`src/common/cpu_defines.svh`:
```
`ifndef CPU_DEFINES_SVH
`define CPU_DEFINES_SVH

//////////////////////////////
// Core sizing
//////////////////////////////

// Datapath and register width
`define XLEN 32

// Word address width of imem and dmem
`define MEM_AW 12

// Architectural registers, r0 reads as zero
`define NREGS 32

`endif

```
`src/common/cpu_pkg.sv`:
```
`include "cpu_defines.svh"

package cpu_pkg;

	typedef logic [4:0] reg_idx_t;

	//////////////////////////////
	// Encodings
	//////////////////////////////

	typedef enum logic [4:0] {
		op_rtype = 5'b00000,
		op_j     = 5'b00001,
		op_bne   = 5'b00010,
		op_jal   = 5'b00011,
		op_jr    = 5'b00100,
		op_addi  = 5'b00101,
		op_blt   = 5'b00110,
		op_sw    = 5'b00111,
		op_lw    = 5'b01000
	} opcode_e;

	typedef enum logic [4:0] {
		alu_add = 5'b00000,
		alu_sub = 5'b00001,
		alu_and = 5'b00010,
		alu_or  = 5'b00011,
		alu_sll = 5'b00100,
		alu_sra = 5'b00101
	} alu_op_e;

	// Forwarding source for one operand
	typedef enum logic [1:0] {
		fwd_none,
		fwd_exe,
		fwd_mem,
		fwd_wb
	} fwd_e;

	//////////////////////////////
	// Instruction formats
	//////////////////////////////

	typedef struct packed {
		opcode_e    opcode;
		reg_idx_t   rd;
		reg_idx_t   rs;
		reg_idx_t   rt;
		logic [4:0] shamt;
		alu_op_e    aluop;
		logic [1:0] spare;
	} instr_r_t;

	typedef struct packed {
		opcode_e     opcode;
		reg_idx_t    rd;
		reg_idx_t    rs;
		logic [16:0] imm;
	} instr_i_t;

	typedef struct packed {
		opcode_e     opcode;
		logic [26:0] target;
	} instr_j_t;

	//////////////////////////////
	// Decoded controls and latches
	//////////////////////////////

	// All-zero value is a bubble with no side effects
	typedef struct packed {
		alu_op_e          alu_op;
		logic [4:0]       shamt;
		logic [`XLEN-1:0] imm;
		logic [26:0]      target;
		reg_idx_t         rd;
		reg_idx_t         rs_a;
		reg_idx_t         rs_b;
		logic             use_imm;
		logic             reg_we;
		logic             is_load;
		logic             is_store;
		logic             is_jal;
		logic             is_jump;
		logic             is_jr;
		logic             is_bne;
		logic             is_blt;
	} ctrl_t;

	typedef struct packed {
		logic [`XLEN-1:0] pc_plus1;
		logic [`XLEN-1:0] instr;
	} fd_t;

	typedef struct packed {
		logic [`XLEN-1:0] pc_plus1;
		ctrl_t            ctrl;
		logic [`XLEN-1:0] op_a;
		logic [`XLEN-1:0] op_b;
	} de_t;

	typedef struct packed {
		logic [`XLEN-1:0] pc_plus1;
		ctrl_t            ctrl;
		logic [`XLEN-1:0] alu_result;
		logic [`XLEN-1:0] store_data;
	} em_t;

	typedef struct packed {
		logic [`XLEN-1:0] pc_plus1;
		ctrl_t            ctrl;
		logic [`XLEN-1:0] alu_result;
		logic [`XLEN-1:0] load_data;
	} mw_t;

endpackage

```
`src/verilog/decoder.sv`:
```
`timescale 1ns/100ps
`include "cpu_defines.svh"

module decoder (
	input  logic [`XLEN-1:0] instr,
	output cpu_pkg::ctrl_t   ctrl
);

	cpu_pkg::instr_r_t r_fmt;
	cpu_pkg::instr_i_t i_fmt;
	cpu_pkg::instr_j_t j_fmt;

	// Same word seen through each format
	assign r_fmt = instr;
	assign i_fmt = instr;
	assign j_fmt = instr;

	always_comb begin
		ctrl        = '0;
		ctrl.alu_op = cpu_pkg::alu_add;
		ctrl.shamt  = r_fmt.shamt;
		ctrl.imm    = {{(`XLEN-17){i_fmt.imm[16]}}, i_fmt.imm};
		ctrl.target = j_fmt.target;
		ctrl.rd     = r_fmt.rd;
		ctrl.rs_a   = r_fmt.rs;
		ctrl.rs_b   = r_fmt.rt;

		case (r_fmt.opcode)
			cpu_pkg::op_rtype: begin
				ctrl.alu_op = r_fmt.aluop;
				ctrl.reg_we = 1'b1;
			end
			cpu_pkg::op_addi: begin
				ctrl.use_imm = 1'b1;
				ctrl.reg_we  = 1'b1;
			end
			cpu_pkg::op_lw: begin
				ctrl.use_imm = 1'b1;
				ctrl.reg_we  = 1'b1;
				ctrl.is_load = 1'b1;
			end
			// rd is a source here, read and forwarded on port B
			cpu_pkg::op_sw: begin
				ctrl.use_imm  = 1'b1;
				ctrl.is_store = 1'b1;
				ctrl.rs_b     = r_fmt.rd;
			end
			cpu_pkg::op_bne: begin
				ctrl.is_bne = 1'b1;
				ctrl.rs_b   = r_fmt.rd;
			end
			cpu_pkg::op_blt: begin
				ctrl.is_blt = 1'b1;
				ctrl.rs_b   = r_fmt.rd;
			end
			cpu_pkg::op_j: begin
				ctrl.is_jump = 1'b1;
			end
			cpu_pkg::op_jal: begin
				ctrl.is_jump = 1'b1;
				ctrl.is_jal  = 1'b1;
				ctrl.reg_we  = 1'b1;
				ctrl.rd      = 5'd31;
			end
			cpu_pkg::op_jr: begin
				ctrl.is_jump = 1'b1;
				ctrl.is_jr   = 1'b1;
				ctrl.rs_b    = r_fmt.rd;
			end
			default: begin
				ctrl.reg_we = 1'b0;
			end
		endcase

		// Writes to r0 vanish here, nothing downstream sees them
		if (ctrl.rd == '0)
			ctrl.reg_we = 1'b0;
	end

endmodule

```
`config.mk`:
```
export PLATFORM = sky130hd
export DESIGN_NAME = decoder
export DESIGN_NICKNAME = d
export VERILOG_FILES = /design/src/common/cpu_pkg.sv /design/src/verilog/decoder.sv
export VERILOG_INCLUDE_DIRS = /design/src /design/src/common
export SDC_FILE = /design/constraint.sdc
export NUM_CORES = 1
export LEC_CHECK = 0
export BUFFER_PORTS_ARGS = -buffer_cell sky130_fd_sc_hd__buf_2
export CORE_UTILIZATION = 34
export DETAILED_ROUTE_END_ITERATION = 10
export PLACE_DENSITY = 0.95
export SLEW_MARGIN = 20
export SYNTH_ARGS = -nofsm -noshare
export SYNTH_HDL_FRONTEND = slang
export SYNTH_SLANG_ARGS = --single-unit
```
`constraint.sdc`:
```
create_clock -name vclk -period 2.8
set_input_delay 0.28 -clock vclk [all_inputs]
set_output_delay 0.28 -clock vclk [all_outputs]
set_load 0.005 [all_outputs]
```
Word level (Yosys, flattened, before mapping) --
Index checks and enable logic that the tools add are counted.
Storage, ports and cells: register bits after elaboration 0, output and inout bits 93, bits of input ports 32
Operators by class: multiplexer cells 13, reduce and logical (&&, ||, !) cells 6, equal/unequal tests 8
Operators by type and width (number):
- 5-bit by 3-bit == test with 1-bit output, second input constant | 4
- 5-bit two-way mux | 3
- 5-bit by 2-bit == test with 1-bit output, second input constant | 2
- 5-bit zero test | 2
- 1-bit two-way mux | 10
- 4-bit OR reduction | 2
- 3-bit OR reduction | 2
- 5-bit by 1-bit == test with 1-bit output, second input constant | 1
- 5-bit by 4-bit == test with 1-bit output, second input constant | 1

Depth between registers and ports, before layout --
word-level depth 4, mapped depth 5

Worst setup path after synthesis --
Ideal clock, no wire load.
path type input port to output port, start point in instr[28], end point out ctrl[10] in the netlist's numbering, path slack 1.326 ns, data required time 2.520 ns, stages 4, path buffers 1, arrival time 1.194 ns, cells stage by stage buf_2 maj3_2 nand2_2 mux2_1
RTL lines:
- start, declared | line decoder.sv:5 | input logic [`XLEN-1:0] instr,
- end, declared | line decoder.sv:6 | output cpu_pkg::ctrl_t ctrl

==> impl_metrics.yaml <==
synthesis:
  synth_area_um2: 847
  synthMuxAreaShare_pct: 7.83
  synth_cells: 115
  synth_area_per_cell_um2: 7.37
  synth_cell_types: 22
  synth_compound_area_share_pct: 1.48
  synth_fa_ha_area_share_pct: 1.33
  synth-xor-area-share_pct: 0
  synth_top_family_by_area: "buffers and inverters"
  synth_warnings: 0
  syn_nets: 147
  synth_seq_area_share_pct: 0
  synth-simple-area-share_pct: 25.0
sta:
  period_share_pct: 61.1
  finalMaxSlewViolations: 0
  period_needed_ns: 1.71
  fin_setup_tns_ns: 0
  tightest_slew_ns: 0.258
  max_freq_ghz: 0.585
  timing.hold.ws_ns: 0.560
  max_slew_margin_pct: 82.7
  rsz0062_at_grt: "no"
  setup_viol: 0
  hold_viol_final: 0
drt:
  ant_nets: 0
  wirelength_met1_um: 558
  dr_total_vias: 645
  top_layer_used: "met4"
  wl_per_cell_um: 10.5
  firstDrtPassIters: 4
  routed_wl_um: 1630
  drc: 0
  viasPerCell: 4.16
  wl_met2_um: 835
  wl_met3_um: 199
  drt-initial-drc-count: 8
finish:
  n_fill_cell: 248
  drive_gt1_share_pct: 71.7
  diodes: 0
  fin_nets: 161
  finish.utilization_pct: 33.4
  clockBufferCount: 0
  seqCellArea_um2: 0
  fin_area_um2: 761
  seq_cells: 0
  area_growth_syn_to_layout_pct: -10.2
worst_setup_path:
  cp_top_family: "buffers and inverters"
  critPathRequiredTime_ns: 2.52
  max_stage_delay_ns: 0.34
  worst-setup-path-type: "input pin to primary output"
  critPathSlowestCell: "mux2_1"
  crit_fanout: 8
  cp.arrival_ns: 1.43
  crit_top_cell: "buf_2"
  path_buf_inv: 3
  critPathLaunchType: "input pin"
  path_cells: "buf_2 > inv_2 > maj3_2 > nand2_2 > mux2_1 > buf_2"
  cp-end-kind: "primary output"
global_routing:
  grt-ovfl-total: 0
  antenna_found_initial: 0
  grt_max_degree: 19
  grt_pass1_wl_um: 2190
  grt_usage_pct: 10.4
  grt_pass1_vias: 453
place:
  dp_hpwl_um: 1450
  port_buffers: 84
  dpl-instance-area_um2: 761
  gp_congestion: 0.669
clocking:
  postCtsHoldBufs: 0
  post_cts_resized: 0
  postCtsSetupRepairBufs: 0
floorplanning:
  coreArea_mm2: 0.00228
  row_count: 17
  io-pin-count: 125
  die_x_um: 51.9
  start_util_pct: 37.2
  die-area_mm2: 0.00270
  fp.dieH_um: 51.9
worst_hold_path:
  min_path_type: "input pin to primary output"
pwr:
  peakVddDrop_uv: 42.9
  power_density_mw_per_mm2: 130
  p_leak_uw: 0.000477
flow_run:
  maxCapViolations: 0
status:
  status: "complete, no violations"
-- final timing paths --
check | slack (ns) | to | start | cells after the start
max | 1.09 | ctrl[13] | instr[27] | 6
min | 0.56 | ctrl[24] | instr[0] | 0
-- cell type report --
| cell class | count | area (µm²) | area share (%) |
|---|---|---|---|
| tap | 28 | 35.0 | 4.61 |
| inverter | 1 | 3.75 | 0.493 |
| timing repair buffer | 84 | 420 | 55.3 |
| multi-input combinational | 42 | 302 | 39.6 |
-- metal layers --
| layer | global-route usage, % | up-vias |
|---|---|---|
| met5 | 0 | - |
| li1 | - | 321 |
| met4 | 3.15 | 0 |
| met1 | 12.2 | 271 |
| met3 | 0.292 | 8 |
| met2 | 19.9 | 45 |
-- cells by family (layout without fill, tap and decap cells) --
family,after synthesis,in the layout
AOI/OAI and AO/OA,2,2
muxes,6,6
buffers and inverters,73,85
and+or+nand+nor,33,33
adders and majority gates,1,1
-- synth_stat cells (all sizes together) --
library cell | n | area share (%)
nor3 | 5 | 4.9
or3 | 2 | 2.1
buf | 72 | 64
nor2 | 9 | 5.9
a21oi | 1 | 0.59
mux2i | 1 | 1.2
nand2 | 4 | 2.1
maj3 | 1 | 1.3
mux2 | 5 | 6.6
nand3b | 2 | 1.8
inv | 1 | 0.44
o31ai | 1 | 0.89
and2 | 5 | 3.7
or4 | 1 | 0.89
or2 | 5 | 3.7
-- report_power, final --
| group | total [µW] | switching [µW] | internal [µW] | leakage (µW) |
|---|---|---|---|---|
| combinational | 99.0 | 48.7 | 50.3 | 0.000477 |
| clock | 0 | 0 | 0 | 0 |
| sequential | 0 | 0 | 0 | 0 |
-- through the flow --
step / total power (µW) / setup slack, ns / instances
finish: 99.0 / 1.09 / 155
global route: 112 / 1.01 / 155
CTS: 101 / 1.08 / 155
detailed placement: 100 / 1.08 / 155
global placement: 98.5 / 1.11 / 155
floorplan: 113 / 1.33 / 115
-- layout by cell type (no fill, tap or decap), types with 2 or more instances in the layout --
master	netlist	layout
buf_2	1	84
nand3b_1	2	2
nor2_1	8	8
and2_1	5	5
mux2_1	5	5
nand2_1	3	3
or2_1	5	5
nor3_1	3	3
(Power assumes the default switching activity.)
