<file path="config.mk">
export PLATFORM = sky130hd
export DESIGN_NAME = bypass_unit
export DESIGN_NICKNAME = d
export VERILOG_FILES = /design/src/common/cpu_pkg.sv /design/src/verilog/bypass_unit.sv
export VERILOG_INCLUDE_DIRS = /design/src /design/src/common
export SDC_FILE = /design/constraint.sdc
export NUM_CORES = 1
export LEC_CHECK = 0
export BUFFER_PORTS_ARGS = -buffer_cell sky130_fd_sc_hd__buf_2
export CAP_MARGIN = 40
export CORE_AREA = 2 2 148 150
export DETAILED_ROUTE_END_ITERATION = 7
export DIE_AREA = 0 0 150 152
export GPL_ROUTABILITY_DRIVEN = 0
export GPL_TIMING_DRIVEN = 0
export PLACE_DENSITY = 0.3
export REMOVE_ABC_BUFFERS = 1
export SYNTH_ARGS = -nofsm -noshare
export SYNTH_HDL_FRONTEND = slang
export SYNTH_SLANG_ARGS = --single-unit
</file>
<file path="constraint.sdc">
create_clock -name vclk -period 1.1
set_input_delay 0.055 -clock vclk [all_inputs]
set_output_delay 0.055 -clock vclk [all_outputs]
set_load 0.03 [all_outputs]
</file>
<file path="src/common/cpu_defines.svh">
`ifndef CPU_DEFINES_SVH
`define CPU_DEFINES_SVH

//////////////////////////////
// Core sizing
//////////////////////////////

// Datapath and register width
`define XLEN 32

// Word address width of imem and dmem
`define MEM_AW 12

// Architectural registers, r0 reads as zero
`define NREGS 32

`endif

</file>
<file path="src/common/cpu_pkg.sv">
`include "cpu_defines.svh"

package cpu_pkg;

	typedef logic [4:0] reg_idx_t;

	//////////////////////////////
	// Encodings
	//////////////////////////////

	typedef enum logic [4:0] {
		op_rtype = 5'b00000,
		op_j     = 5'b00001,
		op_bne   = 5'b00010,
		op_jal   = 5'b00011,
		op_jr    = 5'b00100,
		op_addi  = 5'b00101,
		op_blt   = 5'b00110,
		op_sw    = 5'b00111,
		op_lw    = 5'b01000
	} opcode_e;

	typedef enum logic [4:0] {
		alu_add = 5'b00000,
		alu_sub = 5'b00001,
		alu_and = 5'b00010,
		alu_or  = 5'b00011,
		alu_sll = 5'b00100,
		alu_sra = 5'b00101
	} alu_op_e;

	// Forwarding source for one operand
	typedef enum logic [1:0] {
		fwd_none,
		fwd_exe,
		fwd_mem,
		fwd_wb
	} fwd_e;

	//////////////////////////////
	// Instruction formats
	//////////////////////////////

	typedef struct packed {
		opcode_e    opcode;
		reg_idx_t   rd;
		reg_idx_t   rs;
		reg_idx_t   rt;
		logic [4:0] shamt;
		alu_op_e    aluop;
		logic [1:0] spare;
	} instr_r_t;

	typedef struct packed {
		opcode_e     opcode;
		reg_idx_t    rd;
		reg_idx_t    rs;
		logic [16:0] imm;
	} instr_i_t;

	typedef struct packed {
		opcode_e     opcode;
		logic [26:0] target;
	} instr_j_t;

	//////////////////////////////
	// Decoded controls and latches
	//////////////////////////////

	// All-zero value is a bubble with no side effects
	typedef struct packed {
		alu_op_e          alu_op;
		logic [4:0]       shamt;
		logic [`XLEN-1:0] imm;
		logic [26:0]      target;
		reg_idx_t         rd;
		reg_idx_t         rs_a;
		reg_idx_t         rs_b;
		logic             use_imm;
		logic             reg_we;
		logic             is_load;
		logic             is_store;
		logic             is_jal;
		logic             is_jump;
		logic             is_jr;
		logic             is_bne;
		logic             is_blt;
	} ctrl_t;

	typedef struct packed {
		logic [`XLEN-1:0] pc_plus1;
		logic [`XLEN-1:0] instr;
	} fd_t;

	typedef struct packed {
		logic [`XLEN-1:0] pc_plus1;
		ctrl_t            ctrl;
		logic [`XLEN-1:0] op_a;
		logic [`XLEN-1:0] op_b;
	} de_t;

	typedef struct packed {
		logic [`XLEN-1:0] pc_plus1;
		ctrl_t            ctrl;
		logic [`XLEN-1:0] alu_result;
		logic [`XLEN-1:0] store_data;
	} em_t;

	typedef struct packed {
		logic [`XLEN-1:0] pc_plus1;
		ctrl_t            ctrl;
		logic [`XLEN-1:0] alu_result;
		logic [`XLEN-1:0] load_data;
	} mw_t;

endpackage

</file>
<file path="src/verilog/bypass_unit.sv">
`timescale 1ns/100ps

module bypass_unit (
	input  cpu_pkg::ctrl_t dec_ctrl,
	input  cpu_pkg::ctrl_t exe_ctrl,
	input  cpu_pkg::ctrl_t mem_ctrl,
	input  cpu_pkg::ctrl_t wb_ctrl,
	output cpu_pkg::fwd_e  dec_sel_a,
	output cpu_pkg::fwd_e  dec_sel_b,
	output cpu_pkg::fwd_e  exe_sel_a,
	output cpu_pkg::fwd_e  exe_sel_b,
	output logic           mem_store_fwd
);

	function automatic logic writes(
		input cpu_pkg::ctrl_t    producer,
		input cpu_pkg::reg_idx_t src
	);
		return producer.reg_we && (producer.rd == src);
	endfunction

	// Youngest producer wins
	function automatic cpu_pkg::fwd_e pick(
		input cpu_pkg::reg_idx_t src,
		input logic              exe_allowed,
		input cpu_pkg::ctrl_t    exe,
		input cpu_pkg::ctrl_t    mem,
		input cpu_pkg::ctrl_t    wb
	);
		// Load data does not exist until the memory stage
		if (exe_allowed && !exe.is_load && writes(exe, src))
			return cpu_pkg::fwd_exe;
		if (writes(mem, src))
			return cpu_pkg::fwd_mem;
		if (writes(wb, src))
			return cpu_pkg::fwd_wb;
		return cpu_pkg::fwd_none;
	endfunction

	// Decode sees execute, memory and writeback
	assign dec_sel_a = pick(dec_ctrl.rs_a, 1'b1, exe_ctrl, mem_ctrl, wb_ctrl);
	assign dec_sel_b = pick(dec_ctrl.rs_b, 1'b1, exe_ctrl, mem_ctrl, wb_ctrl);

	// Execute only has older stages behind it
	assign exe_sel_a = pick(exe_ctrl.rs_a, 1'b0, exe_ctrl, mem_ctrl, wb_ctrl);
	assign exe_sel_b = pick(exe_ctrl.rs_b, 1'b0, exe_ctrl, mem_ctrl, wb_ctrl);

	// Store data patched from writeback
	assign mem_store_fwd = mem_ctrl.is_store && writes(wb_ctrl, mem_ctrl.rs_b);

endmodule

</file>
* Word-level counts from Yosys, hierarchy flattened
Index checks and enable logic that the tools add are counted.
Widths: inputs -> output; s select.
** Cells by class
- Reduce and logical (&&, ||, !) cells :: 15
- Equal/unequal tests :: 11
- Muxes and demuxes :: 38
** Operator list (count)
- $eq 5x5->1 :: 11
- $mux 2 :: 20
- $mux 1 :: 18
- $logic_and 1x1->1 :: 14
- $logic_not 1->1 :: 1
** Word-level totals
- Bits in registers :: 0
- Logic and storage cells :: 64
- Output and inout bits :: 9
- Input port bits :: 372

* Logic depth before layout (Yosys ltp)
- Depth after elaboration :: 10
- Depth in mapped cells :: 5
- Gate-level depth less buffers :: 4

* Worst setup path after synthesis
No wires, ideal clock.
- Path kind :: in2out
- From :: input port wb_ctrl[22] (netlist name)
- To :: output port dec_sel_a[1]
- Slack :: -168 ps
- Path buffers :: 1
- Cell stages on the path :: 5
- Required time :: 1045 ps
- Arrival time :: 1213 ps
- Path through :: buf_4 -> xor2_1 -> nor4_2 -> nand3_1 -> a21boi_1
** On the way
- Word-level cells in the longest chain between the ends :: 8
- Elaborated cells on any way between the ends :: 9
- Those cells by class :: eq/ne (1); mux (7); reduce/logical (1)
** Ends and longest elaborated chain
- start: declaration :: line bypass_unit.sv:7 : input cpu_pkg::ctrl_t wb_ctrl,
- $eq 5x5->1 (*) :: line bypass_unit.sv:19 : return producer.reg_we && (producer.rd == src);
- $logic_and 1x1->1 (*) :: line bypass_unit.sv:19
- $mux 1 (2 in a row) :: line bypass_unit.sv:35 : if (writes(wb, src))
- $mux 1 :: line bypass_unit.sv:33 : if (writes(mem, src))
- $mux 2 (*) :: line bypass_unit.sv:37 : return cpu_pkg::fwd_none;
- $mux 2 (*) :: line bypass_unit.sv:35
- $mux 2 (*) :: line bypass_unit.sv:33
- end: declaration :: line bypass_unit.sv:8 : output cpu_pkg::fwd_e dec_sel_a,
Mark *: on every way between the ends. The rest lies on a longest branch, timed or not. The select of a mux whose other input is x is not followed.

* Worst setup path after layout
- From :: input port dec_ctrl[9] (netlist name)
- To :: output port dec_sel_b[0]
** On the way
- Word-level cells in the longest chain between the ends :: 8
- Elaborated cells on any way between the ends :: 18
- Those cells by class :: eq/ne (3); mux (11); reduce/logical (4)
** Ends and longest elaborated chain
- start: declaration :: line bypass_unit.sv:4 : input cpu_pkg::ctrl_t dec_ctrl,
- $eq 5x5->1 :: line bypass_unit.sv:19
- $logic_and 1x1->1 :: line bypass_unit.sv:19
- $mux 1 (2 in a row) :: line bypass_unit.sv:35
- $mux 1 :: line bypass_unit.sv:33
- $mux 2 :: line bypass_unit.sv:37
- $mux 2 :: line bypass_unit.sv:35
- $mux 2 (*) :: line bypass_unit.sv:33
- end: declaration :: line bypass_unit.sv:9 : output cpu_pkg::fwd_e dec_sel_b,
Marked as above.

==> impl_metrics.json <==
{
  "area_delta_synth_final_pct": 143,
  "rsz0062_at_grt": "true",
  "die_x_um": 150,
  "yosysMostFrequentCell": "xor2_1",
  "place_area_mm2": 0.00131,
  "core_area_mm2": 0.0214,
  "drcViolationCount": 0,
  "setup_violations": 6,
  "ys_types": 14,
  "setup.worst_path.class": "in -> out",
  "port_buffers": 54,
  "globalRouteOverflowTotal": 0,
  "routed_via_density": 2.03,
  "fmax_ghz": 0.814,
  "path_max_fanout": 3,
  "grtUsageTotal_pct": 3.86,
  "synthCells": 94,
  "fin_hold_ws_ns": 0.477,
  "initial_core_util_pct": 3.46,
  "rows": 54,
  "design_area_mm2": 0.00180,
  "syn_avg_cell_area_um2": 7.85,
  "nClkBuffers": 0,
  "first_pass_iters": 2,
  "fin_nets": 525,
  "drive_above_1_share_pct": 55.0,
  "maxCapViolations": 0,
  "drv_slew": 0,
  "grt_max_degree": 7,
  "status": "finished with violations",
  "wirelength_um": 4630,
  "io_pins": 381,
  "p_leak_nw": 0.650,
  "yosysTopAreaCell": "xor2_1",
  "crit_path_end_kind": "output port",
  "post-place-ws_ns": -0.469,
  "min_period_over_period_pct": 112,
  "regArea_um2": 0,
  "hold_buffers": 0,
  "die_h_um": 152,
  "worst_slack_ns": -0.129,
  "hold_violations": 0,
  "vdd_drop_max_mv": 0.0488,
  "synth_area_leaders": "xor2_1, xnor2_1, nand3_1, nor4_1, buf_6",
  "critPathArrivalTime_ns": 1.17,
  "seq_cell_count": 0,
  "finalCriticalPeriod_ns": 1.23,
  "synth.cells.most_frequent": "xor2_1, xnor2_1, nand3_1",
  "die_area_mm2": 0.0228,
  "drtIter0Drc": 9,
  "power.density_mw_per_mm2": 327,
  "grt_first_pass_wirelength_um": 6470,
  "fillers": 2532,
  "antenna_found_initial": 3,
  "synth_top_cell_area_share_pct": 47.5,
  "required_ns": 1.04,
  "violations": "setup timing",
  "setup_tns_ns": -0.381,
  "ant_nets": 0,
  "grt_pass1_vias": 962,
  "wl_per_cell_um": 10.7,
  "netlist_area_um2": 738,
  "vias": 879,
  "ys_seq_area_share_pct": 0,
  "relSlewSlack_pct": 79.1,
  "post-route-util_pct": 8.41,
  "worstMarginPinSlew_ns": 0.312,
  "start_kind": "input port",
  "hp-class": "in -> out",
  "yosysWarnings": 0
}
-- what timing repair did --
action                     CTS  global route
setup endpoints to repair    8             8
setup buffers                2             6
pin swaps                   28            24
resized for setup           56            50
-- logic make-up after synthesis --
family          after synthesis  synth area share, %
compound gates                4                 3.39
xor+xnor                     55                 65.3
simple gates                 30                 24.2
buf+inv                       5                 7.12
-- worst max-delay path: stages --
cell and delay, ns:
buf_4 0.14, xor2_1 0.17, nor4_2 0.36, and3_1 0.21
o21ai_1 0.07, buf_4 0.17
-- worst paths after layout --
path               startpoint             to  slack (ns)  depth (start not counted)
hold / removal    mem_ctrl[5]  mem_store_fwd        0.48                          4
setup / recovery  dec_ctrl[9]   dec_sel_b[0]       -0.13                          6
-- cell usage in the layout (no fill, tap or decap), types with 5 or more instances in the layout --
cell type,Yosys,final
buf_2,0,19
buf_12,0,6
xnor2_1,15,15
nand3_1,11,11
xor2_2,0,9
xor2_1,40,31
buf_8,0,5
buf_4,1,11
buf_6,4,21
nor4_2,2,6
-- routing by layer --
| layer | up-vias | track usage [%] | wire length, µm |
|---|---|---|---|
| li1 | 426 | - | - |
| met1 | 415 | 4.89 | 1940 |
| met2 | 32 | 6.26 | 2140 |
| met3 | 4 | 1.86 | 523 |
| met4 | 2 | 0.135 | 17 |
| met5 | - | 0 | 13 |
-- through the flow --
| stage | std cells | power, mW |
|---|---|---|
| 3_5_place_dp | 423 | 0.405 |
| 6_report | 433 | 0.587 |
| 4_1_cts | 425 | 0.498 |
| 3_3_place_gp | 423 | 0.400 |
| 5_1_grt | 432 | 0.642 |
| 2_1_floorplan | 89 | 0.191 |
-- layout make-up --
type | instances | area [µm²] | area share (%)
repair buffers | 62 | 609 | 33.9
well taps | 280 | 350 | 19.5
multi-input cells | 89 | 831 | 46.3
diodes | 2 | 5.00 | 0.279
-- report_power, final --
group          internal [mW]  leakage, nW  switching [mW]
registers                  0            0               0
logic                  0.312        0.649           0.275
clock network    0.000000243    0.0000127               0
total                  0.312        0.649           0.275
No activity file was read; power rests on OpenSTA's default activity.
