--- src/common/cpu_defines.svh ---
`ifndef CPU_DEFINES_SVH
`define CPU_DEFINES_SVH

//////////////////////////////
// Core sizing
//////////////////////////////

// Datapath and register width
`define XLEN 32

// Word address width of imem and dmem
`define MEM_AW 12

// Architectural registers, r0 reads as zero
`define NREGS 32

`endif

--- src/common/cpu_pkg.sv ---
`include "cpu_defines.svh"

package cpu_pkg;

	typedef logic [4:0] reg_idx_t;

	//////////////////////////////
	// Encodings
	//////////////////////////////

	typedef enum logic [4:0] {
		op_rtype = 5'b00000,
		op_j     = 5'b00001,
		op_bne   = 5'b00010,
		op_jal   = 5'b00011,
		op_jr    = 5'b00100,
		op_addi  = 5'b00101,
		op_blt   = 5'b00110,
		op_sw    = 5'b00111,
		op_lw    = 5'b01000
	} opcode_e;

	typedef enum logic [4:0] {
		alu_add = 5'b00000,
		alu_sub = 5'b00001,
		alu_and = 5'b00010,
		alu_or  = 5'b00011,
		alu_sll = 5'b00100,
		alu_sra = 5'b00101
	} alu_op_e;

	// Forwarding source for one operand
	typedef enum logic [1:0] {
		fwd_none,
		fwd_exe,
		fwd_mem,
		fwd_wb
	} fwd_e;

	//////////////////////////////
	// Instruction formats
	//////////////////////////////

	typedef struct packed {
		opcode_e    opcode;
		reg_idx_t   rd;
		reg_idx_t   rs;
		reg_idx_t   rt;
		logic [4:0] shamt;
		alu_op_e    aluop;
		logic [1:0] spare;
	} instr_r_t;

	typedef struct packed {
		opcode_e     opcode;
		reg_idx_t    rd;
		reg_idx_t    rs;
		logic [16:0] imm;
	} instr_i_t;

	typedef struct packed {
		opcode_e     opcode;
		logic [26:0] target;
	} instr_j_t;

	//////////////////////////////
	// Decoded controls and latches
	//////////////////////////////

	// All-zero value is a bubble with no side effects
	typedef struct packed {
		alu_op_e          alu_op;
		logic [4:0]       shamt;
		logic [`XLEN-1:0] imm;
		logic [26:0]      target;
		reg_idx_t         rd;
		reg_idx_t         rs_a;
		reg_idx_t         rs_b;
		logic             use_imm;
		logic             reg_we;
		logic             is_load;
		logic             is_store;
		logic             is_jal;
		logic             is_jump;
		logic             is_jr;
		logic             is_bne;
		logic             is_blt;
	} ctrl_t;

	typedef struct packed {
		logic [`XLEN-1:0] pc_plus1;
		logic [`XLEN-1:0] instr;
	} fd_t;

	typedef struct packed {
		logic [`XLEN-1:0] pc_plus1;
		ctrl_t            ctrl;
		logic [`XLEN-1:0] op_a;
		logic [`XLEN-1:0] op_b;
	} de_t;

	typedef struct packed {
		logic [`XLEN-1:0] pc_plus1;
		ctrl_t            ctrl;
		logic [`XLEN-1:0] alu_result;
		logic [`XLEN-1:0] store_data;
	} em_t;

	typedef struct packed {
		logic [`XLEN-1:0] pc_plus1;
		ctrl_t            ctrl;
		logic [`XLEN-1:0] alu_result;
		logic [`XLEN-1:0] load_data;
	} mw_t;

endpackage

--- src/verilog/regfile.sv ---
`timescale 1ns/100ps
`include "cpu_defines.svh"

module regfile (
	input  logic              clock,
	input  logic              rst_n,
	input  logic              we,
	input  cpu_pkg::reg_idx_t waddr,
	input  logic [`XLEN-1:0]  wdata,
	input  cpu_pkg::reg_idx_t raddr_a,
	input  cpu_pkg::reg_idx_t raddr_b,
	output logic [`XLEN-1:0]  rdata_a,
	output logic [`XLEN-1:0]  rdata_b
);

	logic [`XLEN-1:0] regs [`NREGS];
	logic             live_we;

	// r0 is never written so it stays at its reset value
	assign live_we = we && (waddr != '0);

	always_ff @(posedge clock or negedge rst_n) begin
		if (!rst_n) begin
			for (int i = 0; i < `NREGS; i++)
				regs[i] <= '0;
		end else if (live_we) begin
			regs[waddr] <= wdata;
		end
	end

	// Writeback in the same cycle passes straight through
	assign rdata_a = (live_we && waddr == raddr_a) ? wdata : regs[raddr_a];
	assign rdata_b = (live_we && waddr == raddr_b) ? wdata : regs[raddr_b];

endmodule

--- config.mk ---
export PLATFORM = sky130hd
export DESIGN_NAME = regfile
export DESIGN_NICKNAME = d
export VERILOG_FILES = /design/src/common/cpu_pkg.sv /design/src/verilog/regfile.sv
export VERILOG_INCLUDE_DIRS = /design/src /design/src/common
export SDC_FILE = /design/constraint.sdc
export NUM_CORES = 2
export LEC_CHECK = 0
export CAP_MARGIN = 25
export CORE_AREA = 10 10 273 328
export CTS_CLUSTER_SIZE = 10
export DETAILED_ROUTE_END_ITERATION = 8
export DIE_AREA = 0 0 283 338
export DONT_BUFFER_PORTS = 1
export PLACE_DENSITY_LB_ADDON = 0.05
export REMOVE_ABC_BUFFERS = 1
export SLEW_MARGIN = 20
export SYNTH_ARGS = -nofsm -noshare
export SYNTH_HDL_FRONTEND = slang
export SYNTH_SLANG_ARGS = --single-unit
--- constraint.sdc ---
create_clock -name clock -period 2.3 [get_ports clock]
set_input_delay 0.115 -clock clock [delete_from_list [all_inputs] [get_ports clock]]
set_output_delay 0.115 -clock clock [all_outputs]
set_load 0.02 [all_outputs]
Word-level counts from Yosys, hierarchy flattened. Cells that the tools add are included. W data, S select, Z words.

Output and inout bits: 64. Bits of input ports: 50. Word-level logic and storage cells: 57. Register bits after elaboration: 1024.

Reductions and logical operators: 5. $lt $le $gt $ge: 4. Bitwise gates (word level): 3. Equal/unequal tests: 2. Mux-type cells: 11.

Operators by type and width (number): $bwmux W1024 (1); $bmux W32 S5 (2); $mux W32 (7); $demux W32 S5 (1); $ge A6 B6 Y1 const B (3); $not A5 Y6 (3); $eq A5 B5 Y1 (2); $lt A6 B1 Y1 const B (1); $reduce_bool A5 Y1 (1); $logic_and A1 B1 Y1 (4).

Logic depth before layout (Yosys ltp).
Word-level depth: 6. Gate-level depth with buffers: 8.

Worst setup path after synthesis. OpenSTA, ideal clock, no wires.

Path kind: input to output. Start point: input port raddr_b[0]. End point: output port rdata_b[29]. Required time: 2.185 ns. Slack: 0.362 ns. Arrival time: 1.823 ns. Buffers on the path: 3. Cell stages on the path: 7. Cell sequence: buf_2 buf_4 buf_4 mux4_2 o22ai_1 or4_1 o21ai_1.

Word-level cells in the longest chain between the ends: 5. Elaborated cells on any way between the ends: 7.

Ends and longest elaborated chain: start: declaration (RTL line regfile.sv:11) `input cpu_pkg::reg_idx_t raddr_b,`; $not A5 Y6 (not written as such) (RTL line regfile.sv:33) `assign rdata_b = (live_we && waddr == raddr_b) ? wdata : regs[raddr_b];`; $bmux W32 S5 (RTL line regfile.sv:33); $mux W32 (not written as such) (2 in series) (RTL line regfile.sv:33); $mux W32 * (RTL line regfile.sv:33); end: declaration (RTL line regfile.sv:13) `` output logic [`XLEN-1:0] rdata_b ``.

Mark *: on every way between the ends. The rest lies on a longest branch, timed or not. The select of a mux whose other input is x is not followed.

Worst setup path in the final report.
Start point: input port raddr_b[1]. End point: output port rdata_b[20].

Same word-level chain as after synthesis.

==> impl_metrics.json <==
{
  "end_kind": "output port",
  "skew_ps": 0,
  "grt_setup_unrepaired": "yes",
  "dieWidth_um": 283,
  "syn_area_um2": 53400,
  "crit_required_ps": 2180,
  "synthMuxAreaShare_pct": 42.6,
  "grt_max_degree": 1025,
  "syn_inst": 3483,
  "leakagePower_nw": 25.7,
  "dp_hpwl_mm": 83.8,
  "pre_cts_ws_ps": 244,
  "die_h_um": 338,
  "tritoncts": "yes",
  "syn_area_per_cell_um2": 15.3,
  "fin_nets": 3463,
  "ys_ff_latch": 1024,
  "worstSetupStartpointType": "primary input",
  "maxSlewViolCount": 87,
  "dieArea_um2": 95700,
  "via_per_inst": 7.56,
  "placed_area_um2": 54800,
  "critPathMaxFanout": 256,
  "setup_tns_ps": -19330,
  "synthTopCellsByArea": "dfrtp_1, mux4_2, mux2_2",
  "yosysUniqueCellTypes": 41,
  "holdWs_ps": -643,
  "hp-class": "primary input to asynchronous set/reset pin",
  "period_needed_ps": 2780,
  "ys.flop_type": "dfrtp_1",
  "drive_gt1_share_pct": 50.1,
  "largest-register": "regs",
  "synth_top_area_cell": "dfrtp_1",
  "via_count": 34400,
  "cts_buffers": 113,
  "clkPwrFrac_pct": 31.7,
  "clock.fmax_ghz": 0.360,
  "synth_top_area_share_pct": 47.9,
  "hold_violations": 239,
  "antenna_found_initial": 0,
  "fin_util_pct": 72.6,
  "initial_utilization_pct": 64.5,
  "stdcell_area_um2": 60200,
  "p_sw_share_pct": 26.2,
  "seqPwrFrac_pct": 47.6,
  "dr.first_iter.drc_count": 3573,
  "grt_pass1_vias": 36200,
  "num_rows": 116,
  "crit_path_end": "rdata_b[20]",
  "drt_wl_total_mm": 158,
  "slew_headroom_pct": -2.63,
  "cts_buffer_depth": 3,
  "post_drt_wl_per_cell_um": 34.6,
  "synth_enable_flop_cells": 0,
  "outcome": "finished with violations",
  "track_usage_pct": 32.8,
  "synth_compound_area_share_pct": 3.64,
  "htreeDepth": 3,
  "first_pass_iters": 5,
  "power_density_nw_per_um2": 837,
  "gp_congestion": 0.841,
  "syn_to_final_growth_pct": 12.6,
  "cp-startpoint": "raddr_b[1]",
  "grt_overflow": 0,
  "io_pins": 114,
  "cts_root_buffer": "clkbuf_16",
  "comb_power_share_pct": 20.7,
  "synthArstFlopShare_pct": 100,
  "reg2reg_to": "regs[497]",
  "synth_xor_area_share_pct": 0.164,
  "clock_latency_ps": 670,
  "p_switching_mw": 13.2,
  "synth_simple_gate_area_share_pct": 2.07,
  "crit_type": "primary input to output port",
  "detail-route-antenna-nets": 0,
  "intPower_mw": 37.2,
  "tightestPinTransition_ps": 1540,
  "ff2ff_path_depth": 2,
  "drc": 0,
  "synthAdderAreaFrac_pct": 0,
  "reg2reg_slack_ps": 1320,
  "cts_sinks": 1024,
  "yosys_warnings": 0,
  "synth_top_family_by_area": "multiplexers",
  "cp.arrival_ps": 2660,
  "setup_viol": 133,
  "period_share_pct": 121,
  "violations": "negative hold slack, max-slew violations, negative setup slack",
  "grt_pass1_wl_mm": 234,
  "worst_slack_ps": -475,
  "ys_seq_area_share_pct": 47.9,
  "core_area_um2": 82900,
  "top_regs": "regs (1024)",
  "place.port_buffers": 0,
  "drv_cap": 0,
  "largest_reg_flops": 1024,
  "r2r-start": "regs[497]",
  "ir_worst_vdd_v": 0.000709,
  "clk_pin_slew_ps": 50
}
[repair_timing]
| item | in CTS | in global routing |
|---|---|---|
| hold buffers | 32 | 1 |
| buffers inserted | 9 | 17 |
| hold endpoints to repair | 2016 | 576 |
| resized for setup | 202 | 82 |
| cloned | 0 | 1 |
| endpoints found under the setup margin | 64 | 213 |
| pin swaps | 59 | 46 |
[layer usage]
metal	part of all wire [%]	up-vias	GRT usage, %
met3	10	400	7.90
met5	0	-	0
li1	-	13400	-
met2	48	1915	52.6
met1	37	18700	42.3
met4	4.3	0	15.1
[synthesized netlist by cell type (all sizes together), types with 2 or more instances]
library cell and instances:
nor2 22, dfrtp 1024, or4 62, clkbuf 221, nor4 2, nor2b 3, o21ai 62, nand3b 7
mux4 511, xor2 4, and2 2, a211oi 2, buf 191, nand3 10, mux2i 6, or3b 2
a221oi 2, mux2 993, inv 3, nor3b 4, o22ai 248, xnor2 6, or3 3, nand2 83
[cell type report]
class                   count  area (µm²)
multi-input cells        2044       27300
flip-flops and latches   1024       25600
fillers                  5146       22700
clock buffers             127        2990
repair buffers            227        2840
well taps                1121        1400
clock inverters             3        51.3
inverters                   3        11.3
diodes                      2        5.00
[cells by family after synthesis]
kind of cell	Yosys count
multiplexers	1510
AO/OA/AOI/OAI	320
flip-flops	1024
XOR/XNOR	10
AND/OR/NAND/NOR	204
buffers and inverters	415
[critical path, cell delays in order]
cell and delay [ps]:
xor2_1 440, nor4_2 490, buf_4 530, nand2_1 200
o21ai_4 110, buf_6 140
[worst min-delay path by stage]
stage	from	to	slack [ps]
after floorplan	rst_n	regs[0]	-180
after global placement	rst_n	regs[891]	-110
after detailed placement	rst_n	regs[827]	-110
after CTS	rst_n	regs[827]	-840
after global routing	rst_n	regs[859]	-620
final	rst_n	regs[795]	-640
[per-stage QoR]
step           total power [mW]  hold slack (ps)  std cells
2_1_floorplan              30.4             -181       3071
3_3_place_gp               32.0             -114       4336
3_5_place_dp               32.9             -109       4336
4_1_cts                    49.6             -837       4507
5_1_grt                    52.2             -619       4549
6_report                   50.3             -643       4551
[power groups by stage]
stage / logic [mW] / clock network (mW) / registers [mW]
detailed placement: 8.78 / 0 / 24.1
global placement: 8.45 / 0 / 23.6
global route: 11.0 / 16.9 / 24.3
CTS: 9.64 / 16.1 / 23.8
floorplan: 7.13 / 0 / 23.2
finish: 10.4 / 16.0 / 24.0
[cell usage in the layout (no fill, tap or decap), types with 3 or more instances in the layout]
cell type / count
mux2_1: 363
o21ai_2: 42
or3_2: 3
o21ai_4: 14
nand2_2: 19
buf_8: 12
or4_1: 9
o22ai_2: 93
clkbuf_16: 119
buf_6: 60
o22ai_1: 153
clkbuf_1: 9
buf_4: 67
nand2_1: 64
dfrtp_1: 1024
xor2_1: 4
nor3b_1: 4
o21ai_1: 6
buf_16: 7
nor2_4: 16
mux4_2: 511
or4_4: 53
xnor2_1: 6
nand3_2: 5
mux2_2: 629
buf_12: 48
nand3b_1: 7
nand3_1: 5
mux2i_1: 5
dlygate4sd3_1: 28
nor2_1: 6
buf_2: 4
Note: power is estimated with default switching activity, not from simulation.
