<file path="src/common/cpu_defines.svh">
`ifndef CPU_DEFINES_SVH
`define CPU_DEFINES_SVH

//////////////////////////////
// Core sizing
//////////////////////////////

// Datapath and register width
`define XLEN 32

// Word address width of imem and dmem
`define MEM_AW 12

// Architectural registers, r0 reads as zero
`define NREGS 32

`endif

</file>
<file path="src/common/cpu_pkg.sv">
`include "cpu_defines.svh"

package cpu_pkg;

	typedef logic [4:0] reg_idx_t;

	//////////////////////////////
	// Encodings
	//////////////////////////////

	typedef enum logic [4:0] {
		op_rtype = 5'b00000,
		op_j     = 5'b00001,
		op_bne   = 5'b00010,
		op_jal   = 5'b00011,
		op_jr    = 5'b00100,
		op_addi  = 5'b00101,
		op_blt   = 5'b00110,
		op_sw    = 5'b00111,
		op_lw    = 5'b01000
	} opcode_e;

	typedef enum logic [4:0] {
		alu_add = 5'b00000,
		alu_sub = 5'b00001,
		alu_and = 5'b00010,
		alu_or  = 5'b00011,
		alu_sll = 5'b00100,
		alu_sra = 5'b00101
	} alu_op_e;

	// Forwarding source for one operand
	typedef enum logic [1:0] {
		fwd_none,
		fwd_exe,
		fwd_mem,
		fwd_wb
	} fwd_e;

	//////////////////////////////
	// Instruction formats
	//////////////////////////////

	typedef struct packed {
		opcode_e    opcode;
		reg_idx_t   rd;
		reg_idx_t   rs;
		reg_idx_t   rt;
		logic [4:0] shamt;
		alu_op_e    aluop;
		logic [1:0] spare;
	} instr_r_t;

	typedef struct packed {
		opcode_e     opcode;
		reg_idx_t    rd;
		reg_idx_t    rs;
		logic [16:0] imm;
	} instr_i_t;

	typedef struct packed {
		opcode_e     opcode;
		logic [26:0] target;
	} instr_j_t;

	//////////////////////////////
	// Decoded controls and latches
	//////////////////////////////

	// All-zero value is a bubble with no side effects
	typedef struct packed {
		alu_op_e          alu_op;
		logic [4:0]       shamt;
		logic [`XLEN-1:0] imm;
		logic [26:0]      target;
		reg_idx_t         rd;
		reg_idx_t         rs_a;
		reg_idx_t         rs_b;
		logic             use_imm;
		logic             reg_we;
		logic             is_load;
		logic             is_store;
		logic             is_jal;
		logic             is_jump;
		logic             is_jr;
		logic             is_bne;
		logic             is_blt;
	} ctrl_t;

	typedef struct packed {
		logic [`XLEN-1:0] pc_plus1;
		logic [`XLEN-1:0] instr;
	} fd_t;

	typedef struct packed {
		logic [`XLEN-1:0] pc_plus1;
		ctrl_t            ctrl;
		logic [`XLEN-1:0] op_a;
		logic [`XLEN-1:0] op_b;
	} de_t;

	typedef struct packed {
		logic [`XLEN-1:0] pc_plus1;
		ctrl_t            ctrl;
		logic [`XLEN-1:0] alu_result;
		logic [`XLEN-1:0] store_data;
	} em_t;

	typedef struct packed {
		logic [`XLEN-1:0] pc_plus1;
		ctrl_t            ctrl;
		logic [`XLEN-1:0] alu_result;
		logic [`XLEN-1:0] load_data;
	} mw_t;

endpackage

</file>
<file path="src/verilog/alu.sv">
`timescale 1ns/100ps
`include "cpu_defines.svh"

module alu (
	input  logic [`XLEN-1:0]         a,
	input  logic [`XLEN-1:0]         b,
	input  cpu_pkg::alu_op_e         op,
	input  logic [$clog2(`XLEN)-1:0] shamt,
	output logic [`XLEN-1:0]         result,
	output logic                     not_equal,
	output logic                     less_than
);

	logic [`XLEN:0] diff;

	// One extra sign bit, so the top bit is the signed a < b
	assign diff      = {a[`XLEN-1], a} - {b[`XLEN-1], b};
	assign not_equal = |diff[`XLEN-1:0];
	assign less_than = diff[`XLEN];

	always_comb begin
		case (op)
			cpu_pkg::alu_add:
				result = a + b;
			cpu_pkg::alu_sub:
				result = diff[`XLEN-1:0];
			cpu_pkg::alu_and:
				result = a & b;
			cpu_pkg::alu_or:
				result = a | b;
			cpu_pkg::alu_sll:
				result = a << shamt;
			cpu_pkg::alu_sra:
				result = $signed(a) >>> shamt;
			default:
				result = '0;
		endcase
	end

endmodule

</file>
<file path="config.mk">
export PLATFORM = sky130hd
export DESIGN_NAME = alu
export DESIGN_NICKNAME = d
export VERILOG_FILES = /design/src/common/cpu_pkg.sv /design/src/verilog/alu.sv
export VERILOG_INCLUDE_DIRS = /design/src /design/src/common
export SDC_FILE = /design/constraint.sdc
export NUM_CORES = 1
export LEC_CHECK = 0
export BUFFER_PORTS_ARGS = -buffer_cell sky130_fd_sc_hd__buf_2
export CORE_MARGIN = 4
export CORE_UTILIZATION = 62
export DETAILED_ROUTE_END_ITERATION = 6
export PLACE_DENSITY = 0.84
export SLEW_MARGIN = 20
export SYNTH_ARGS = -nofsm -noshare
export SYNTH_HDL_FRONTEND = slang
export SYNTH_SLANG_ARGS = --single-unit
</file>
<file path="constraint.sdc">
create_clock -name vclk -period 6.34
set_input_delay 1.268 -clock vclk [all_inputs]
set_output_delay 1.268 -clock vclk [all_outputs]
set_load 0.01 [all_outputs]
</file>
Yosys cells after proc, flatten, opt, wreduce, memory -nomap -nowiden
Cells that the tools add are included.
{ "op_classes": {"n_addsub": 2, "n_eq_ne": 5, "shifts": 2, "muxes": 1, "bitwise_logic": 2, "n_reduce_logical": 2} }
{ "op_table": {"columns": ["op", "n"], "rows": [
  ["one-hot mux 32 bit (6 select lines)", 1],
  ["subtractor 32 x 32 -> 33 bit", 1],
  ["adder 32 bit", 1],
  ["bitwise AND 32 bit", 1],
  ["OR 32 bit", 1],
  ["OR reduction 32 bit", 1],
  ["left shift 32 x 5 -> 32 bit", 1],
  [">>> shifter 32 x 5 -> 32 bit", 1],
  ["equality test 5 x 2 -> 1 bit (second input constant)", 2],
  ["equality test 5 x 3 -> 1 bit (second input constant)", 2],
  ["equality test 5 x 1 -> 1 bit (second input constant)", 1],
  ["zero test 5 bit", 1]
]} }
{ "totals": {"register_bits": 0, "inputBits": 74, "out_inout_bits": 34, "word_cells": 14} }

Depth between registers and ports, before layout
Gate-level depths: netlist of the first run.
{ "logic_depth": {"depth_word": 2, "mapped_depth": 14, "depth_no_buf": 14} }

Worst setup path after synthesis of the first run
Ideal clock, no wire load.
{ "synth_path": {"kind": "input-to-output", "startpoint": "in a[11]", "endpoint": "out not_equal", "arrival_time_ns": 4.152, "t_required_ns": 5.072, "slack_ns": 0.920, "cell_stages": 13, "path_buffers": 1, "path_cell_list": "inv_1 > ha_1 > buf_6 > or4_4 > or2_1 > nor4_2 > nor3_2 > o221ai_4 > mux2i_1 > nand2_1 > nor4_2 > nand4_1 > or4_1"} }
{ "synth_via": {"elab_chain_cells": 2} }
{ "synth_lines": {"columns": ["item", "line_no", "text"], "rows": [
  ["start: declaration", "alu.sv:5", "input logic [`XLEN-1:0] a,"],
  ["subtractor 32 x 32 -> 33 bit", "alu.sv:17", "assign diff = {a[`XLEN-1], a} - {b[`XLEN-1], b};"],
  ["OR reduction 32 bit", "alu.sv:18", "assign not_equal = |diff[`XLEN-1:0];"],
  ["end: declaration", "alu.sv:10", "output logic not_equal,"]
]} }
No other way between the ends.

Worst setup path after layout of the first run
{ "layout_path": {"startpoint": "in a[0]", "endpoint": "out not_equal"} }
Same word-level chain as after synthesis.

==> reports/metrics.cfg, run 1 <==
[route]
ant_nets=0
wl_per_cell_um=23.4
vias_per_cell=7.07
postRouteWirelength_um=36800
drt_iter0_drc=1922
via_count=11100
first_pass_iters=6
drc=0

[finish]
drive_gt1_frac=0.145
nClkBuffers=0
multiInputGateArea_um2=7990
seq_area_um2=0
syn_to_final_growth_pct=8.27
diodes=0
mostFrequentLayoutCell=nor2_1
final_cell_mix=nor2_1 (158), o21ai_0 (126), a21oi_1 (117), inv_1 (115), buf_2 (107)
n_sequential_cell=0
fin_nets=1573
fillers=1333

[global_routing]
grt.overflow.total=0
grt_max_degree=65
antenna_found_initial=0
track_usage=0.428
grt_pass1_vias=9908
grt_pass1_wl_um=55400

[synth]
synth_largest_area_cell=ha_1
syn_area_per_cell_um2=6.61
synthAdderAreaFrac=0.154
yosysWarningCount=0
ys_top_cells_by_area=ha_1 (15%), mux2i_1 (12%), o21ai_0 (7.2%)
syn_inst=1333
synth_top_family_by_area=compound AO/OA/AOI/OAI gates
ys_seq_area_frac=0
synthSimpleGateAreaFrac=0.215
synth-compound-area-share=0.322
yosys.area_share.xor_xnor=0.0398
netlist-cell-type-count=83
synthDominantCellAreaShare=0.149
synth_area_um2=8800
syn_nets=1514
yosys-mux-area-fraction=0.173

[pwr]
internal-power_uw=341
seqPwrFrac=0
ir_worst_vdd_uv=58.4
switching_power_uw=606
p_comb_frac=1.000
switching_share=0.640
power.density_nw_per_um2=99.3
power.total_uw=947
clkPwrFrac=0
leakage_nw=4.45

[sta]
fmax_mhz=163
worst_pin_slew_ns=0.962
whs_ns=3.13
finalSetupTns_ns=0
finalSetupViolCount=0
slew_viol_final=0
final-hold-violation-count=0
fin_crit_ns=6.13
fin_crit_sh=0.967
relSlewSlack=0.357
setup_ws_ns=0.208
rsz0062_at_grt=false

[run_status]
status=finished clean

[placement]
dp_hpwl_um=29900
io_buffers=108
gp_congestion=1.09
place_ws_ns=0.216

[clock_tree]
ctsResizeCount=0
post_cts_buffers=0
postCtsHoldBufs=0

[die]
fp.dieH_um=127
row_count=43
pin_count=108
initial_core_util=0.634
die_area_um2=16200
die_width_um=127
core_area_um2=13900

[critical_path]
end_kind=output port
crit_type=input port to output port
critPathMaxStageDelay_ns=0.52
cpMaxStageDelayCell=fa_1
crit_path_start_kind=input port
cp-endpoint=not_equal
cp_max_fo=5
critPathRequiredTime_ns=5.07
arrival_ns=4.86
worstPathCellList=buf_2, inv_1, ha_1, inv_1, fa_1, a211oi_1, o2111ai_1, or3_1, a221o_1, nor4_4, nand4_1, nor4_2, nand4_1, or4_1, buf_2
startpoint=a[0]

[worst_hold_path]
hold_path_depth=6
hp-class=input port to output port

[job]
max_cap_viol_count=0

[worst max-delay path: cells and delay by family]
family                   cells  cell delay [ns]
AND/OR/NAND/NOR              6             1.68
AO/OA/AOI/OAI                3             0.74
adder cells (fa/ha/maj)      2             0.72
buffers and inverters        4             0.46
[cell type report]
cell class	count	area share
Timing Repair Buffer	149	0.0906
Tap cell	180	0.0236
Inverter	121	0.0478
Multi-Input combinational cell	1120	0.838
[cells by family after synthesis]
| logic type | after synthesis |
|---|---|
| muxes | 129 |
| xor gates and xnor gates | 40 |
| buffers and inverters | 213 |
| AOI/OAI and AO/OA | 442 |
| and+or+nand+nor | 402 |
| adders and majority gates | 107 |
[power by group through the flow]
stage | Combinational [mW] | Sequential (mW) | Clock, mW
6_report | 0.947 | 0 | 0
5_1_grt | 1.00 | 0 | 0
4_1_cts | 0.899 | 0 | 0
2_1_floorplan | 0.606 | 0 | 0
3_5_place_dp | 0.895 | 0 | 0
3_3_place_gp | 0.889 | 0 | 0
[cell usage after synthesis, drive strengths merged (13+ instances only)]
cell type  count
nor3          32
nand3         17
xnor2         32
nor2         158
o22ai         18
mux4          18
nand2        101
ha           105
and2          13
buf           40
mux2i        105
a211oi        26
nor2b         16
a21oi        117
o211ai        21
a21o          16
o21ai        131
inv          120
clkbuf        52
nor4          14
[worst min path at each step]
stage                     startpoint  slack (ns)        end
after floorplan                 a[0]        2.81  result[0]
after global placement         b[31]        3.11  less_than
after detailed placement       b[31]        3.12  less_than
after CTS                      b[31]        3.12  less_than
after global routing           b[31]        3.15  less_than
final                          b[31]        3.13  less_than
[routing by layer]
metal,GRT usage,wire (um),vias up
met3,0.0815,4860,163
met2,0.651,15800,911
met1,0.607,14500,5071
li1,-,-,4949
met4,0.140,1650,0
met5,0,0,-
[per-stage QoR]
stage / instances / utilization / area, um^2
after global routing: 1570 / 0.687 / 9530
final: 1570 / 0.687 / 9530
after CTS: 1570 / 0.685 / 9510
after global placement: 1570 / 0.685 / 9510
after detailed placement: 1570 / 0.685 / 9510
after floorplan: 1333 / - / 8800
Power figures use the tool's default switching activity.
==> run 2: changes to the inputs <==
--- a/config.mk
+++ b/config.mk
@@ -7,10 +7,12 @@
 export NUM_CORES = 1
 export LEC_CHECK = 0
 export BUFFER_PORTS_ARGS = -buffer_cell sky130_fd_sc_hd__buf_2
+export CELL_PAD_IN_SITES_DETAIL_PLACEMENT = 0
+export CELL_PAD_IN_SITES_GLOBAL_PLACEMENT = 1
 export CORE_MARGIN = 4
-export CORE_UTILIZATION = 62
+export CORE_UTILIZATION = 44
 export DETAILED_ROUTE_END_ITERATION = 6
-export PLACE_DENSITY = 0.84
+export PLACE_DENSITY_LB_ADDON = 0.1
 export SLEW_MARGIN = 20
 export SYNTH_ARGS = -nofsm -noshare
 export SYNTH_HDL_FRONTEND = slang
==> run 2 against run 1 <==
Effect of this change:
- worst hold slack got worse by 0.016 ns
- clock-buffer cell count unchanged
- non-clock buffer count increased by 28
- combinational power increased by 3.0%
- first-iteration DRC count decreased by 35%
- wire length increased by 12%
- worst setup slack got worse by 0.043 ns
- largest cell class unchanged
==> reports/metrics.cfg, run 2 (synthesis gave the netlist of run 1 again) <==
[pwr]
ir_worst_vdd_uv=36.8  ; -37%
power.density_nw_per_um2=99.3  ; about the same
leakage_nw=4.58  ; +2.8%
power.total_uw=975  ; +3.0%

[finish]
fin_nets=1601  ; +1.8%
seq_area_um2=0  ; unchanged
final_cell_mix=nor2_1 (158), o21ai_0 (126), a21oi_1 (117), inv_1 (115), buf_2 (107)
syn_to_final_growth_pct=11.5
diodes=0  ; unchanged
drive_gt1_frac=0.161  ; +0.0162
fillers=2104  ; +58%
multiInputGateArea_um2=7970  ; -0.22%
n_sequential_cell=0  ; unchanged
mostFrequentLayoutCell=nor2_1
nClkBuffers=0  ; unchanged
finish.utilization=0.501  ; -0.186

[route]
first_pass_iters=6  ; unchanged
highest_layer=met4
drt_iter0_drc=1249  ; -35%
wl_per_cell_um=24.6  ; +4.9%
ant_nets=0  ; unchanged
vias_per_cell=6.50  ; -8.1%
routed-wl-met3_um=3740  ; -23%
via_count=10900  ; -1.5%
wl_met2_um=17500  ; +11%
drc=0  ; unchanged
postRouteWirelength_um=41300  ; +12%
wl_met1_um=18600  ; +28%

[die]
die_width_um=149  ; +18%
initial_core_util=0.449  ; -0.185
die_area_um2=22300  ; +38%
pin_count=108  ; unchanged
row_count=51  ; +19%
core_area_um2=19600  ; +41%
fp.dieH_um=149  ; +18%

[critical_path]
crit_family=compound AO/OA/AOI/OAI gates
cpMaxStageDelayCell=a221oi_1
cp-endpoint=result[24]
arrival_ns=4.91  ; +0.05 ns
crit_path_start_kind=input port
critPathRequiredTime_ns=5.07  ; about the same
cp.depth=14  ; -1
crit_type=input port to output port
critPathMaxStageDelay_ns=0.48  ; -0.04 ns
critPathBufInv=3  ; -1
startpoint=a[2]
worstPathCellList=buf_2, inv_1, ha_1, nor2b_1, o2111ai_1, nand4_1, a221o_1, a221oi_1, o21ai_0, a311oi_1, a21oi_1, xnor2_1, o2111ai_1, buf_2
cp_max_fo=8  ; +3
end_kind=output port

[sta]
final-hold-violation-count=0  ; unchanged
finalSetupTns_ns=0  ; unchanged
fin_crit_ns=6.17  ; +0.0430 ns
setup_ws_ns=0.165  ; -0.0430 ns
finalSetupViolCount=0  ; unchanged
rsz0062_at_grt=false
slew_viol_final=0  ; unchanged
fmax_mhz=162  ; -0.70%
fin_crit_sh=0.974  ; +0.00678
relSlewSlack=0.360  ; +0.00277
worst_pin_slew_ns=0.959  ; -0.00236 ns

[placement]
place_ws_ns=0.184  ; -0.0314 ns
dp_hpwl_um=34200  ; +15%
gp_congestion=1.02  ; -5.6%
io_buffers=108  ; unchanged

[clock_tree]
postCtsHoldBufs=0  ; unchanged

[global_routing]
grt_max_degree=64  ; -1.5%
grt_pass1_wl_um=61500  ; +11%
grt.overflow.total=0  ; unchanged
track_usage=0.355  ; -0.0728
grt_pass1_vias=10100  ; +1.9%
antenna_found_initial=0  ; unchanged

[run_status]
status=finished clean

[worst_hold_path]
hp-class=input port to output port

[job]
max_cap_viol_count=0  ; unchanged

## run 2: cell types whose count changed in the layout (fill, tap and decap cells not counted)
cell and delta:
ha_2 -1, nor4_2 +1, nor3_2 +1, buf_12 -1, nor3_4 -1, nor4_4 -1, ha_1 +1, buf_4 +29
## run 2: per-stage QoR
step	instance area [um^2]	hold WS (ns)	instances
final	9820	3.11	1683
after CTS	9820	3.12	1683
after detailed placement	9820	3.11	1683
after global routing	9820	3.14	1683
after global placement	9820	3.12	1683
after floorplan	8800	2.81	1333
## run 2: what timing repair did
action | 4_1_cts | 5_1_grt
endpoints found under the hold margin | 0 | 0
setup endpoints to repair | 0 | 1
gates resized for setup | 0 | 1
buffers inserted | 0 | 0
## run 2: layout make-up
type / instances / area share
Inverter: 121 / 0.0464
Tap cell: 265 / 0.0338
Timing Repair Buffer: 177 / 0.108
Multi-Input combinational cell: 1120 / 0.812
## run 2: worst min path at each step
stage	slack [ns]	cells after the start	end	from
after floorplan	2.81	2	result[0]	a[0]
after global placement	3.12	6	less_than	b[31]
after detailed placement	3.11	6	less_than	b[31]
after CTS	3.12	6	less_than	b[31]
after global routing	3.14	6	less_than	b[31]
final	3.11	6	less_than	b[31]
## run 2: metal layers
layer | track usage | up-vias
met4 | 0.103 | 0
li1 | - | 4990
met5 | 0 | -
met2 | 0.538 | 607
met1 | 0.532 | 5248
met3 | 0.0339 | 88
## run 2: power by group
part | internal (mW) | leakage, nW | total, mW | switching (mW)
Combinational | 0.353 | 4.58 | 0.975 | 0.622
Sequential | 0 | 0 | 0 | 0
Clock | 0 | 0 | 0 | 0
## run 2: worst min-delay path, cell delays in order
cell     delay, ns
buf_2         0.09
inv_1         0.05
ha_1          0.19
nand2_1       0.06
nand2_1       0.05
buf_2         0.13
==> run 3: changes to the inputs <==
--- a/config.mk
+++ b/config.mk
@@ -7,10 +7,11 @@
 export NUM_CORES = 1
 export LEC_CHECK = 0
 export BUFFER_PORTS_ARGS = -buffer_cell sky130_fd_sc_hd__buf_2
+export CAP_MARGIN = 20
 export CELL_PAD_IN_SITES_DETAIL_PLACEMENT = 0
 export CELL_PAD_IN_SITES_GLOBAL_PLACEMENT = 1
 export CORE_MARGIN = 4
-export CORE_UTILIZATION = 44
+export CORE_UTILIZATION = 48
 export DETAILED_ROUTE_END_ITERATION = 6
 export PLACE_DENSITY_LB_ADDON = 0.1
 export SLEW_MARGIN = 20
==> constraint.sdc (replaced) <==
create_clock -name vclk -period 7.8
set_input_delay 1.56 -clock vclk [all_inputs]
set_output_delay 1.56 -clock vclk [all_outputs]
set_load 0.01 [all_outputs]
==> run 3 against run 2 <==
Effect of this change:
- die area shrank 7.9%
- critical path type unchanged
- clock-buffer cell count is the same
- critical endpoint is now not_equal
- first-iteration DRC count grew 4.8%
- core utilization grew 2.0 points
- wire length shrank 4.5%
- combinational power shrank 22%
- flip-flop and latch count is the same
- global-route usage grew 1.0 points
==> reports/metrics.cfg, run 3 (synthesis gave the netlist of run 1 again) <==
[critical_path]
cpMaxStageDelayCell=ha_1
arrival_ns=5.39  ; +0.48 ns
crit_path_start_kind=input port
critPathRequiredTime_ns=6.24  ; +1.17 ns
startpoint=a[16]
crit_type=input port to output port
worstPathCellList=buf_2, inv_1, ha_1, inv_1, a21oi_1, o31ai_1, o21ai_1, o2111ai_1, a31o_1, a221o_1, xor2_1, nand4_1, or4_1, buf_2
cp_max_fo=13  ; +5
end_kind=output port
critPathMaxStageDelay_ns=0.57  ; +0.09 ns

[sta]
rsz0062_at_grt=false
fin_crit_ns=6.95
setup_ws_ns=0.846  ; +0.681 ns
final-hold-violation-count=0  ; unchanged
finalSetupViolCount=0  ; unchanged
relSlewSlack=0.346  ; -0.0143
finalSetupTns_ns=0  ; unchanged
worst_pin_slew_ns=0.979  ; +0.0197 ns
fmax_mhz=144
fin_crit_sh=0.891
slew_viol_final=0  ; unchanged

[route]
drt_iter0_drc=1309  ; +4.8%
vias_per_cell=6.67  ; +2.6%
first_pass_iters=6  ; unchanged
via_count=10700  ; -2.6%
postRouteWirelength_um=39500  ; -4.5%
ant_nets=0  ; unchanged
wl_per_cell_um=24.7  ; +0.62%
drc=0  ; unchanged

[pwr]
p_comb_frac=1.000  ; about the same
clkPwrFrac=0  ; unchanged
power.density_nw_per_um2=80.4  ; -19%
internal-power_uw=262  ; -26%
ir_worst_vdd_uv=59.0  ; +60%
leakage_nw=4.34  ; -5.1%
switching_power_uw=494  ; -21%
switching_share=0.653  ; +0.0155
seqPwrFrac=0  ; unchanged

[finish]
drive_gt1_frac=0.131  ; -0.0307
n_sequential_cell=0  ; unchanged
mostFrequentLayoutCell=nor2_1
diodes=0  ; unchanged
stdcell_count=1598  ; -5.1%
syn_to_final_growth_pct=6.81
finish.utilization=0.522  ; +0.0205
nClkBuffers=0  ; unchanged
fin_nets=1552  ; -3.1%
final_cell_mix=nor2_1 (158), o21ai_0 (126), a21oi_1 (117), inv_1 (115), buf_2 (107)
seq_area_um2=0  ; unchanged

[placement]
place_ws_ns=0.976  ; +0.791 ns
dp.cells=1598  ; -5.1%
dp_hpwl_um=32300  ; -5.8%
gp_congestion=1.04  ; +1.3%
io_buffers=108  ; unchanged

[global_routing]
grt_max_degree=67  ; +4.7%
grt.overflow.total=0  ; unchanged
track_usage=0.365  ; +0.0101
grt_pass1_vias=9695  ; -4.0%
antenna_found_initial=1  ; +1
grt_pass1_wl_um=58400  ; -5.0%

[die]
initial_core_util=0.488  ; +0.0390
die_area_um2=20600  ; -7.9%
pin_count=108  ; unchanged
fp.dieH_um=143  ; -4.0%
die_width_um=143  ; -4.0%
row_count=49  ; -3.9%
core_area_um2=18000  ; -8.0%

[run_status]
status=finished clean

[clock_tree]
postCtsHoldBufs=0  ; unchanged
post_cts_buffers=0  ; unchanged
ctsResizeCount=0  ; unchanged

[worst_hold_path]
hold_end=less_than
worstHoldStart=b[31]
hp-class=input port to output port
hold_path_depth=6  ; unchanged

[job]
max_cap_viol_count=0  ; unchanged

==> run 3: cell count changes in the layout (fill, tap and decap cells not counted), sizes merged <==
cell	before	now
buf	177	128
==> run 3: stage by stage <==
step | power, mW | cell area, um^2 | hold WS [ns]
after detailed placement | 0.727 | 9400 | 3.70
after global routing | 0.806 | 9400 | 3.76
after global placement | 0.730 | 9400 | 3.69
final | 0.756 | 9400 | 3.73
after CTS | 0.731 | 9400 | 3.71
after floorplan | 0.493 | 8800 | 3.39
==> run 3: cell type report <==
class | instances | area (um^2)
multi-input combinational | 1120 | 7970
timing repair buffer | 128 | 693
tap | 229 | 287
inverter | 121 | 455
fill | 1951 | 8620
==> run 3: how the worst max path moves through the flow <==
| stage | depth (start not counted) | slack [ns] | to |
|---|---|---|---|
| after floorplan | 13 | 1.80 | not_equal |
| after global placement | 14 | 0.84 | not_equal |
| after detailed placement | 14 | 0.98 | not_equal |
| after CTS | 14 | 0.98 | not_equal |
| after global routing | 14 | 0.72 | not_equal |
| final | 14 | 0.85 | not_equal |
==> run 3: power groups by stage <==
stage          clock (mW)  sequential, mW  combinational (mW)
5_1_grt                 0               0               0.806
2_1_floorplan           0               0               0.493
6_report                0               0               0.756
3_3_place_gp            0               0               0.730
3_5_place_dp            0               0               0.727
4_1_cts                 0               0               0.731
==> run 3: per-layer routing <==
layer	vias to the layer above	global-route usage	share of wire
met5	-	0	0.00020
met4	2	0.102	0.034
met3	79	0.0689	0.10
met2	616	0.566	0.44
met1	5061	0.517	0.43
li1	4895	-	-
==> run 3: critical path, delay by kind of cell <==
family	cells	cell delay [ns]
AOI/OAI and AO/OA	6	1.84
xor gates and xnor gates	1	0.19
adders and majority gates	1	0.57
buffers and inverters	4	0.64
and+or+nand+nor	2	0.59
